File: config.mk
export PLATFORM = sky130hd
export DESIGN_NAME = ExecTop
export DESIGN_NICKNAME = d
export VERILOG_FILES = /design/src/verilog/ExecTypes.sv /design/src/verilog/ExecStageIF.sv /design/src/verilog/OperandSelect.sv /design/src/verilog/IntAlu.sv /design/src/verilog/MulDivUnit.sv /design/src/verilog/ResultStage.sv /design/src/verilog/ExecTop.sv
export VERILOG_INCLUDE_DIRS = /design/src /design/src/verilog
export SDC_FILE = /design/constraint.sdc
export NUM_CORES = 2
export LEC_CHECK = 0
export ABC_AREA = 1
export BUFFER_PORTS_ARGS = -buffer_cell sky130_fd_sc_hd__buf_2
export CORE_MARGIN = 4
export CORE_UTILIZATION = 42
export CTS_CLUSTER_SIZE = 25
export DETAILED_ROUTE_END_ITERATION = 8
export GPL_TIMING_DRIVEN = 0
export SYNTH_ARGS = -nofsm -noshare
export SYNTH_HDL_FRONTEND = slang
export SYNTH_SLANG_ARGS = --single-unit
File: constraint.sdc
create_clock -name clk -period 21.7 [get_ports clk]
set_input_delay 4.34 -clock clk [delete_from_list [all_inputs] [get_ports clk]]
set_output_delay 4.34 -clock clk [all_outputs]
set_load 0.01 [all_outputs]
File: src/verilog/exec_defines.svh
`ifndef EXEC_DEFINES_SVH
`define EXEC_DEFINES_SVH

// integer datapath width
`define XLEN 32

// shift amount taken from the low bits of operand b
`define SHAMT_W 5

`define REG_ADDR_W 5

// pc step for the link value
`define INSN_SIZE 4

`endif

File: src/verilog/ExecTypes.sv
`default_nettype none

`include "exec_defines.svh"

package ExecTypes;

    typedef logic [`XLEN-1:0] word_t;

    typedef enum logic {
        UnitType_Alu,
        UnitType_MulDiv
    } UnitType;

    typedef enum logic [3:0] {
        AluCommand_Add,
        AluCommand_Sub,
        AluCommand_Sll,
        AluCommand_Slt,
        AluCommand_Sltu,
        AluCommand_Xor,
        AluCommand_Srl,
        AluCommand_Sra,
        AluCommand_Or,
        AluCommand_And
    } AluCommand;

    typedef enum logic [3:0] {
        MulDivCommand_Mul,
        MulDivCommand_Mulh,
        MulDivCommand_Mulhu,
        MulDivCommand_Div,
        MulDivCommand_Divu,
        MulDivCommand_Rem,
        MulDivCommand_Remu
    } MulDivCommand;

    // one command field, meaning depends on unitType
    typedef union packed {
        AluCommand    alu;
        MulDivCommand mulDiv;
    } ExecCommand;

    typedef enum logic [1:0] {
        AluSrc1Type_Zero,
        AluSrc1Type_Pc,
        AluSrc1Type_Reg
    } AluSrc1Type;

    typedef enum logic [1:0] {
        AluSrc2Type_Zero,
        AluSrc2Type_Imm,
        AluSrc2Type_Reg
    } AluSrc2Type;

    typedef enum logic [2:0] {
        BranchType_Equal,
        BranchType_NotEqual,
        BranchType_LessThan,
        BranchType_GreaterEqual,
        BranchType_UnsignedLessThan,
        BranchType_UnsignedGreaterEqual,
        BranchType_Always
    } BranchType;

    typedef enum logic {
        WriteSrcType_Result,
        WriteSrcType_NextPc
    } WriteSrcType;

    typedef struct packed {
        UnitType     unitType;
        ExecCommand  command;
        AluSrc1Type  aluSrc1;
        AluSrc2Type  aluSrc2;
        logic        isBranch;
        BranchType   branchType;
        WriteSrcType writeSrc;
        logic        regWrite;
        word_t       imm;
    } ExecOp;

endpackage

`default_nettype wire

File: src/verilog/ExecStageIF.sv
`timescale 1ns/1ps
`default_nettype none

// operands after forwarding and source muxing
interface OperandIF;
    ExecTypes::word_t src1;
    ExecTypes::word_t src2;
    ExecTypes::word_t aluA;
    ExecTypes::word_t aluB;
    ExecTypes::ExecOp op;
    ExecTypes::word_t pc;

    modport producer (
        output src1, src2, aluA, aluB, op, pc
    );

    modport consumer (
        input src1, src2, aluA, aluB, op, pc
    );
endinterface

// unit results toward the output side
interface ExecResultIF;
    ExecTypes::word_t aluResult;
    logic             branchCond;
    ExecTypes::word_t mdResult;
    logic             mdDone;

    modport aluSide (
        output aluResult, branchCond
    );

    modport mdSide (
        output mdResult, mdDone
    );

    modport sink (
        input aluResult, branchCond, mdResult, mdDone
    );
endinterface

`default_nettype wire

File: src/verilog/OperandSelect.sv
`timescale 1ns/1ps
`default_nettype none

`include "exec_defines.svh"

module OperandSelect (
    input  wire logic                   clk,
    input  wire logic                   rstN,
    input  wire logic                   inValid,
    input  ExecTypes::ExecOp            inOp,
    input  ExecTypes::word_t            inPc,
    input  ExecTypes::word_t            inSrc1,
    input  ExecTypes::word_t            inSrc2,
    input  wire logic [`REG_ADDR_W-1:0] inSrcAddr1,
    input  wire logic [`REG_ADDR_W-1:0] inSrcAddr2,
    input  wire logic                   fwdValid,
    input  wire logic [`REG_ADDR_W-1:0] fwdAddr,
    input  ExecTypes::word_t            fwdValue,
    OperandIF.producer                  opnd
);
    logic                   heldValid;
    logic [`REG_ADDR_W-1:0] heldAddr;
    ExecTypes::word_t       heldValue;
    logic                   bypValid;
    logic [`REG_ADDR_W-1:0] bypAddr;
    ExecTypes::word_t       bypValue;
    logic                   hit1;
    logic                   hit2;

    // keeps the last retired write visible across output bubbles
    always_ff @(posedge clk or negedge rstN) begin
        if (!rstN) begin
            heldValid <= 1'b0;
        end else if (fwdValid) begin
            heldValid <= 1'b1;
        end
    end

    always_ff @(posedge clk) begin
        if (fwdValid) begin
            heldAddr  <= fwdAddr;
            heldValue <= fwdValue;
        end
    end

    always_comb begin
        bypValid = fwdValid || heldValid;
        bypAddr  = fwdValid ? fwdAddr : heldAddr;
        bypValue = fwdValid ? fwdValue : heldValue;

        // x0 is never forwarded
        hit1 = inValid && bypValid && (inSrcAddr1 != '0) && (inSrcAddr1 == bypAddr);
        hit2 = inValid && bypValid && (inSrcAddr2 != '0) && (inSrcAddr2 == bypAddr);

        opnd.src1 = hit1 ? bypValue : inSrc1;
        opnd.src2 = hit2 ? bypValue : inSrc2;
        opnd.op   = inOp;
        opnd.pc   = inPc;

        case (inOp.aluSrc1)
            ExecTypes::AluSrc1Type_Pc:  opnd.aluA = inPc;
            ExecTypes::AluSrc1Type_Reg: opnd.aluA = opnd.src1;
            default:                    opnd.aluA = '0;
        endcase

        case (inOp.aluSrc2)
            ExecTypes::AluSrc2Type_Imm: opnd.aluB = inOp.imm;
            ExecTypes::AluSrc2Type_Reg: opnd.aluB = opnd.src2;
            default:                    opnd.aluB = '0;
        endcase
    end
endmodule

`default_nettype wire

File: src/verilog/IntAlu.sv
`timescale 1ns/1ps
`default_nettype none

`include "exec_defines.svh"

module IntAlu (
    OperandIF.consumer  opnd,
    ExecResultIF.aluSide res
);
    logic [`SHAMT_W-1:0] shamt;
    ExecTypes::word_t    a;
    ExecTypes::word_t    b;
    ExecTypes::word_t    s1;
    ExecTypes::word_t    s2;

    always_comb begin
        a     = opnd.aluA;
        b     = opnd.aluB;
        shamt = b[`SHAMT_W-1:0];

        case (opnd.op.command.alu)
            ExecTypes::AluCommand_Add:  res.aluResult = a + b;
            ExecTypes::AluCommand_Sub:  res.aluResult = a - b;
            ExecTypes::AluCommand_Sll:  res.aluResult = a << shamt;
            ExecTypes::AluCommand_Slt:  res.aluResult = {31'b0, $signed(a) < $signed(b)};
            ExecTypes::AluCommand_Sltu: res.aluResult = {31'b0, a < b};
            ExecTypes::AluCommand_Xor:  res.aluResult = a ^ b;
            ExecTypes::AluCommand_Srl:  res.aluResult = a >> shamt;
            ExecTypes::AluCommand_Sra:  res.aluResult = $signed(a) >>> shamt;
            ExecTypes::AluCommand_Or:   res.aluResult = a | b;
            ExecTypes::AluCommand_And:  res.aluResult = a & b;
            default:                    res.aluResult = '0;
        endcase
    end

    // compares the forwarded registers, not the muxed operands
    always_comb begin
        s1 = opnd.src1;
        s2 = opnd.src2;

        case (opnd.op.branchType)
            ExecTypes::BranchType_Equal:
                res.branchCond = (s1 == s2);
            ExecTypes::BranchType_NotEqual:
                res.branchCond = (s1 != s2);
            ExecTypes::BranchType_LessThan:
                res.branchCond = ($signed(s1) < $signed(s2));
            ExecTypes::BranchType_GreaterEqual:
                res.branchCond = ($signed(s1) >= $signed(s2));
            ExecTypes::BranchType_UnsignedLessThan:
                res.branchCond = (s1 < s2);
            ExecTypes::BranchType_UnsignedGreaterEqual:
                res.branchCond = (s1 >= s2);
            ExecTypes::BranchType_Always:
                res.branchCond = 1'b1;
            default:
                res.branchCond = 1'b0;
        endcase
    end
endmodule

`default_nettype wire

File: src/verilog/MulDivUnit.sv
`timescale 1ns/1ps
`default_nettype none

`include "exec_defines.svh"

module MulDivUnit (
    input  wire logic    clk,
    input  wire logic    rstN,
    input  wire logic    inValid,
    OperandIF.consumer   opnd,
    ExecResultIF.mdSide  res
);
    logic                      busy;
    logic [5:0]                count;
    ExecTypes::MulDivCommand   cmd;
    ExecTypes::MulDivCommand   inCmd;
    ExecTypes::word_t          opA;
    ExecTypes::word_t          opB;
    ExecTypes::word_t          absIn1;
    ExecTypes::word_t          absB;
    // rem in the upper half, quotient or product low word below
    logic [2*`XLEN-1:0]        acc;
    logic signed [2*`XLEN+1:0] mulFull;
    logic [`XLEN:0]            shifted;
    logic [`XLEN:0]            diff;
    logic                      start;
    logic                      inIsMul;
    logic                      inDivSigned;
    logic                      isMul;
    logic                      mulSigned;
    logic                      divSigned;
    logic                      negQ;
    logic                      negR;

    always_comb begin
        inCmd       = opnd.op.command.mulDiv;
        start       = inValid && (opnd.op.unitType == ExecTypes::UnitType_MulDiv) && !busy;
        inIsMul     = inCmd inside {ExecTypes::MulDivCommand_Mul, ExecTypes::MulDivCommand_Mulh,
                                    ExecTypes::MulDivCommand_Mulhu};
        inDivSigned = inCmd inside {ExecTypes::MulDivCommand_Div, ExecTypes::MulDivCommand_Rem};
        absIn1      = (inDivSigned && opnd.src1[`XLEN-1]) ? -opnd.src1 : opnd.src1;

        isMul     = cmd inside {ExecTypes::MulDivCommand_Mul, ExecTypes::MulDivCommand_Mulh,
                                ExecTypes::MulDivCommand_Mulhu};
        mulSigned = (cmd == ExecTypes::MulDivCommand_Mulh);
        divSigned = cmd inside {ExecTypes::MulDivCommand_Div, ExecTypes::MulDivCommand_Rem};
        absB      = (divSigned && opB[`XLEN-1]) ? -opB : opB;
        mulFull   = $signed({mulSigned & opA[`XLEN-1], opA}) *
                    $signed({mulSigned & opB[`XLEN-1], opB});

        // one restoring step
        shifted = {acc[2*`XLEN-1:`XLEN], acc[`XLEN-1]};
        diff    = shifted - {1'b0, absB};
    end

    // mul takes one step, div takes 32
    always_ff @(posedge clk or negedge rstN) begin
        if (!rstN) begin
            busy  <= 1'b0;
            count <= '0;
        end else if (start) begin
            busy  <= 1'b1;
            count <= inIsMul ? 6'd1 : 6'd32;
        end else if (busy && count == '0) begin
            busy <= 1'b0;
        end else if (busy) begin
            count <= count - 6'd1;
        end
    end

    always_ff @(posedge clk) begin
        if (start) begin
            cmd <= inCmd;
            opA <= opnd.src1;
            opB <= opnd.src2;
            acc <= {{`XLEN{1'b0}}, absIn1};
        end else if (busy && count != '0) begin
            if (isMul) begin
                acc <= mulFull[2*`XLEN-1:0];
            end else if (!diff[`XLEN]) begin
                acc <= {diff[`XLEN-1:0], acc[`XLEN-2:0], 1'b1};
            end else begin
                acc <= {shifted[`XLEN-1:0], acc[`XLEN-2:0], 1'b0};
            end
        end
    end

    // sign fix; overflow case falls out of the magnitudes
    always_comb begin
        negQ       = divSigned && (opA[`XLEN-1] ^ opB[`XLEN-1]);
        negR       = divSigned && opA[`XLEN-1];
        res.mdDone = busy && (count == '0);

        case (cmd)
            ExecTypes::MulDivCommand_Mul:
                res.mdResult = acc[`XLEN-1:0];
            ExecTypes::MulDivCommand_Mulh, ExecTypes::MulDivCommand_Mulhu:
                res.mdResult = acc[2*`XLEN-1:`XLEN];
            ExecTypes::MulDivCommand_Div, ExecTypes::MulDivCommand_Divu:
                if (opB == '0) begin
                    res.mdResult = '1;
                end else begin
                    res.mdResult = negQ ? -acc[`XLEN-1:0] : acc[`XLEN-1:0];
                end
            ExecTypes::MulDivCommand_Rem, ExecTypes::MulDivCommand_Remu:
                if (opB == '0) begin
                    res.mdResult = opA;
                end else begin
                    res.mdResult = negR ? -acc[2*`XLEN-1:`XLEN] : acc[2*`XLEN-1:`XLEN];
                end
            default:
                res.mdResult = '0;
        endcase
    end
endmodule

`default_nettype wire

File: src/verilog/ResultStage.sv
`timescale 1ns/1ps
`default_nettype none

`include "exec_defines.svh"

module ResultStage (
    input  wire logic                   clk,
    input  wire logic                   rstN,
    input  wire logic                   inValid,
    input  wire logic [`REG_ADDR_W-1:0] inDstAddr,
    OperandIF.consumer                  opnd,
    ExecResultIF.sink                   res,
    output logic                        stall,
    output logic                        outValid,
    output logic                        outRegWrite,
    output logic [`REG_ADDR_W-1:0]      outDstAddr,
    output ExecTypes::word_t            outDstValue,
    output logic                        redirect,
    output ExecTypes::word_t            redirectPc,
    output logic                        fwdValid,
    output logic [`REG_ADDR_W-1:0]      fwdAddr,
    output ExecTypes::word_t            fwdValue
);
    logic             isMulDiv;
    logic             retire;
    logic             taken;
    ExecTypes::word_t unitResult;
    ExecTypes::word_t dstValue;

    always_comb begin
        isMulDiv = (opnd.op.unitType == ExecTypes::UnitType_MulDiv);
        stall    = inValid && isMulDiv && !res.mdDone;
        retire   = inValid && !stall;
        taken    = opnd.op.isBranch && res.branchCond;

        unitResult = isMulDiv ? res.mdResult : res.aluResult;
        if (opnd.op.writeSrc == ExecTypes::WriteSrcType_NextPc) begin
            dstValue = opnd.pc + `INSN_SIZE;
        end else begin
            dstValue = unitResult;
        end
    end

    // a stalled op leaves a bubble behind
    always_ff @(posedge clk or negedge rstN) begin
        if (!rstN) begin
            outValid    <= 1'b0;
            outRegWrite <= 1'b0;
            redirect    <= 1'b0;
        end else begin
            outValid    <= retire;
            outRegWrite <= retire && opnd.op.regWrite;
            redirect    <= retire && taken;
        end
    end

    always_ff @(posedge clk) begin
        outDstAddr  <= inDstAddr;
        outDstValue <= dstValue;
        // branch target comes from the ALU (pc + imm)
        redirectPc  <= res.aluResult;
    end

    always_comb begin
        fwdValid = outValid && outRegWrite;
        fwdAddr  = outDstAddr;
        fwdValue = outDstValue;
    end
endmodule

`default_nettype wire

File: src/verilog/ExecTop.sv
`timescale 1ns/1ps
`default_nettype none

`include "exec_defines.svh"

module ExecTop (
    input  wire logic                   clk,
    input  wire logic                   rstN,
    input  wire logic                   inValid,
    input  ExecTypes::ExecOp            inOp,
    input  ExecTypes::word_t            inPc,
    input  ExecTypes::word_t            inSrc1,
    input  ExecTypes::word_t            inSrc2,
    input  wire logic [`REG_ADDR_W-1:0] inSrcAddr1,
    input  wire logic [`REG_ADDR_W-1:0] inSrcAddr2,
    input  wire logic [`REG_ADDR_W-1:0] inDstAddr,
    output logic                        stall,
    output logic                        outValid,
    output logic                        outRegWrite,
    output logic [`REG_ADDR_W-1:0]      outDstAddr,
    output ExecTypes::word_t            outDstValue,
    output logic                        redirect,
    output ExecTypes::word_t            redirectPc
);
    logic                   fwdValid;
    logic [`REG_ADDR_W-1:0] fwdAddr;
    ExecTypes::word_t       fwdValue;

    OperandIF    opndIf ();
    ExecResultIF resIf ();

    OperandSelect uOperandSelect (
        .clk        (clk),
        .rstN       (rstN),
        .inValid    (inValid),
        .inOp       (inOp),
        .inPc       (inPc),
        .inSrc1     (inSrc1),
        .inSrc2     (inSrc2),
        .inSrcAddr1 (inSrcAddr1),
        .inSrcAddr2 (inSrcAddr2),
        .fwdValid   (fwdValid),
        .fwdAddr    (fwdAddr),
        .fwdValue   (fwdValue),
        .opnd       (opndIf.producer)
    );

    IntAlu uIntAlu (
        .opnd (opndIf.consumer),
        .res  (resIf.aluSide)
    );

    MulDivUnit uMulDivUnit (
        .clk     (clk),
        .rstN    (rstN),
        .inValid (inValid),
        .opnd    (opndIf.consumer),
        .res     (resIf.mdSide)
    );

    ResultStage uResultStage (
        .clk         (clk),
        .rstN        (rstN),
        .inValid     (inValid),
        .inDstAddr   (inDstAddr),
        .opnd        (opndIf.consumer),
        .res         (resIf.sink),
        .stall       (stall),
        .outValid    (outValid),
        .outRegWrite (outRegWrite),
        .outDstAddr  (outDstAddr),
        .outDstValue (outDstValue),
        .redirect    (redirect),
        .redirectPc  (redirectPc),
        .fwdValid    (fwdValid),
        .fwdAddr     (fwdAddr),
        .fwdValue    (fwdValue)
    );
endmodule

`default_nettype wire

Word-level counts from Yosys, hierarchy flattened
Cells that the tools add are included.
W data, S select, Z words.
{"block": "word_totals", "output_inout_bits": 73, "regBits": 249}
{"block": "classes", "n_shift": 3, "order_cmp": 6, "muxes": 27, "n_bitwise": 6, "n_reduce_logical": 42, "n_addsub": 9, "n_mul": 1, "n_eq_ne": 30}
{"cell": "$mux W32", "n": 13}
{"cell": "$pmux W32 S10", "n": 1}
{"cell": "$lt A32 B32 Y1", "n": 4}
{"cell": "$mux W64", "n": 2}
{"cell": "$neg A32 Y32", "n": 4}
{"cell": "$pmux W32 S2", "n": 2}
{"cell": "$pmux W32 S4", "n": 1}
{"cell": "$ge A32 B32 Y1", "n": 2}
{"cell": "$mul A33 B33 Y64", "n": 1}
{"cell": "$sub A33 B32 Y33", "n": 1}
{"cell": "$add A32 B3 Y32 const B", "n": 1}
{"cell": "$add A32 B32 Y32", "n": 1}
{"cell": "$and A32 B32 Y32", "n": 1}
{"cell": "$eq A32 B32 Y1", "n": 1}
{"cell": "$logic_not A32 Y1", "n": 1}
{"cell": "$ne A32 B32 Y1", "n": 1}
{"cell": "$or A32 B32 Y32", "n": 1}
{"cell": "$shl A32 B5 Y32", "n": 1}
{"cell": "$shr A32 B5 Y32", "n": 1}
{"cell": "$sshr A32 B5 Y32", "n": 1}
{"cell": "$sub A32 B32 Y32", "n": 1}
{"cell": "$xor A32 B32 Y32", "n": 1}
{"cell": "$eq A4 B3 Y1 const B", "n": 7}
{"cell": "$mux W6", "n": 4}
{"cell": "other kinds (28)", "n": 70}

Depth between registers and ports, before layout
{"block": "depth", "word_depth": 11, "mapped_depth": 39, "ltp_nobuf": 36}

Hierarchy
From an unflattened synthesis, not the netlist that was laid out.
{"block": "hier_totals", "cells_unflattened": 10264, "hier_area_um2": 70858.0}
{"mod": "MulDivUnit", "n_inst": 1, "cells_per_inst": 7034, "area_each_um2": 52801.9}
{"mod": "IntAlu", "n_inst": 1, "cells_per_inst": 1973, "area_each_um2": 9998.3}
{"mod": "OperandSelect", "n_inst": 1, "cells_per_inst": 798, "area_each_um2": 4689.5}
{"mod": "ResultStage", "n_inst": 1, "cells_per_inst": 459, "area_each_um2": 3368.2}

Worst setup path before layout
Ideal clock, no wire load.
{"block": "synth_timing", "path_kind": "input port to output port", "start": "in inOp[46] (netlist name)", "end": "out stall", "stages": 5, "arrival_ps": 5415, "setup_slack_ps": 11945, "path_buffers": 1, "required_ps": 17360, "path_cell_list": "clkbuf_1 > nand2_1 > nor2_1 > clkinv_1 > nand2_1"}
{"block": "synth_between", "elab_chain_cells": 2}
{"element": "start: declaration", "line_no": "ExecTop.sv:10", "rtl": "input ExecTypes::ExecOp inOp,"}
{"element": "$logic_and A1 B1 Y1 (2 in a row)", "line_no": "ResultStage.sv:32", "rtl": "stall = inValid && isMulDiv && !res.mdDone;"}
{"element": "end: declaration", "line_no": "ExecTop.sv:17", "rtl": "output logic stall,"}
No other way between the ends.

Final worst setup path
Same ends and word-level chain as after synthesis.

==> metrics.txt <==
status finished with violations; failing checks capacitance limit, slew limit; GPL Wtd Cong 1.08; synthesized area 65600 µm²; Detail Placement HPWL 254000 µm; crit path kind input port to primary output; P&R area growth vs syn 7.36%; largest net degree at the start of global routing 46; crit end category primary output; CP startpoint inOp[46]; CTS root buf clkbuf_16; vias 64800; DRT iter0 DRCs 7455; Reg2Reg Launch Point uMulDivUnit.opB[31]; Syn. warnings 0; critical path cell sequence clkbuf_1 > nand2_1 > nor2_1 > clkinv_1 > nand2_1 > buf_2; CTS clk-pin slew, worst paths 0.06 ns; synthesized instance count 9145; ys async rst share 4.42%; post_cts resized 0; initial antenna violation count 25; # port buffers 231; CTS Buf Count 31; vias in the first global route 63500; Core Util, Final 45.5%; CP max stage cell clkinv_1; hold buffers post-CTS 0; buffers and inverters on the worst path 3; Worst Path Arrival 7.34 ns; Clock Skews 0.0353 ns; Final period util 53.8%; TritonCTS clock tree done; final hold vios 0; share of layout cells above drive strength 1 4.80%; Std-Cell Rows 144; Hold Path Class register to register; Max stage delay on crit path 0.88 ns; syn avg cell area 7.18 µm²; die width 403 µm; syn nets 10800; Starting Density 42.4%; first-pass GRT wire length 432000 µm; Max clock buf depth 3; Post-synth EDFFs 100; Achievable Freq 85.6 MHz; Final Setup Violations 0; RSZ-0062 raised after global routing false; fin crit period 11.68 ns; post-CTS setup repair buffer count 0; Slew @ Worst Pin 1.58 ns; worst-path maximum fanout 10; data required time of the worst path 17.36 ns; fin. max-slew vios 12; GR Util All Layers 36.3%; final wirelength 300000 µm; worst hold start uOperandSelect.heldValid; setup TNS 0 ns; # clock sinks 249; Avg Vias per Cell 5.63; Yosys reg bits 249; Pre-Repair DR Iteration Count 9; grt total ovfl 0; Synth Flop Type dfxtp_1; worst-skew pair later-pin latency 0.66 ns; Worst Setup Start Kind input port; Boundary Pins 234; Netlist cell types 64; max_slew headroom -5.38%; commonest non-fill, non-tap cells in the layout nand2_1 (2233), inv_1 (2013), fa_1 (1127), nand3_1 (558), nor2_1 (504); CP most frequent cell nand2_1; H-Tree Depth 1; core area 155000 µm²; die area 163000 µm²; Die Ht 403 µm; post-synthesis sequential area ratio 9.20%; Hold WS 0.465 ns; cell family with most CP delay simple AND/OR/NAND/NOR gates; number of max-cap violations 2; most common cell after layout, fill and taps aside nand2_1; Remaining DRCs 0; DR WL/cell 26.0 µm; nets@finish 11100; Antenna Nets Post-Route 0
[metrics by stage]
step,cells,area (µm²),setup slack [ns]
6_report,11500,70500,10.02
5_1_grt,11500,70400,10.06
4_1_cts,11500,70400,10.19
3_5_place_dp,11400,69400,10.19
3_3_place_gp,11400,69300,10.20
2_1_floorplan,9145,65600,11.94
[logic make-up after synthesis]
group                    after synthesis  synth area share (%)
AND/OR/NAND/NOR                     3551                  22.4
buffers and inverters               2501                  14.5
adder cells (fa/ha/maj)             1512                  41.7
AO/OA/AOI/OAI                       1163                  9.96
flip-flops                           249                  9.20
XOR/XNOR                             169                  2.26
[layer usage]
metal	share of wire (%)	routed length, µm	global-route usage, %	vias to the layer above
met5	0.026	79	0	-
met1	38	113000	45.9	31800
met3	9.0	27100	5.59	887
met4	8.8	26200	24.8	12
met2	44	133000	57.4	3643
li1	-	-	-	28400
[tightest hold or removal path: stages, from the launching register on]
cell,delay [ns]
dfrtp_1,0.33
inv_1,0.05
nand2_1,0.06
[flip-flops by register name, summed over array words and instances, names as in the netlist, 6 cells and up]
name	count
uMulDivUnit.acc	64
uMulDivUnit.opA	32
uMulDivUnit.opB	32
uOperandSelect.heldValue	32
uResultStage.fwdValue	32
uResultStage.redirectPc	32
uMulDivUnit.count	6
[worst paths after layout]
| kind | end | slack (ns) | depth (start not counted) |
|---|---|---|---|
| min in group asynchronous | uResultStage.redirect | 3.64 | 1 |
| setup / recovery | stall | 10.02 | 6 |
| max in group asynchronous | uResultStage.outValid | 17.70 | 1 |
| hold / removal | uOperandSelect.heldValid | 0.47 | 2 |
| setup reg to reg | uMulDivUnit.acc[59] | 11.19 | 33 |
| hold reg to reg | uOperandSelect.heldValid | 0.47 | 2 |
[final cells by class]
cell class | count | area [µm²]
inverters | 2037 | 7650
clock buffers | 46 | 862
multi-input cells | 6395 | 50100
flip-flops and latches | 249 | 6040
diodes | 15 | 37.5
plain buffers | 464 | 1850
fillers | 16100 | 84300
clock inverters | 12 | 130
well taps | 2044 | 2560
repair buffers | 237 | 1230
[synth_stat cells, drive strengths merged, types with 5 or more instances]
cell type / instances / area (µm²)
nand4: 55 / 357
fa: 1128 / 22600
a21oi: 491 / 2480
a22oi: 20 / 150
a221oi: 21 / 184
edfxtp: 100 / 3000
nor3b: 8 / 60.1
o211ai: 36 / 270
a21o: 15 / 113
a31oi: 36 / 225
xor2: 114 / 998
a21boi: 9 / 67.6
nor2: 519 / 2020
xnor2: 55 / 482
nand3: 562 / 2840
o31ai: 13 / 97.6
o2111ai: 5 / 43.8
dfrtp: 11 / 275
nand3b: 8 / 60.1
o21a: 22 / 165
o221ai: 20 / 175
nand2: 2264 / 8590
inv: 2031 / 7620
o22ai: 28 / 175
clkbuf: 374 / 1400
a211oi: 6 / 45.0
ha: 384 / 4800
nor4: 30 / 188
or2: 24 / 150
o21ai: 419 / 2160
nor3: 72 / 365
o21bai: 9 / 67.6
clkinv: 6 / 22.5
buf: 90 / 447
dfxtp: 138 / 2760
Power is left out: the tool's default activity adds up to more than one toggle a clock period on the data nets, which glitch-free logic cannot reach.
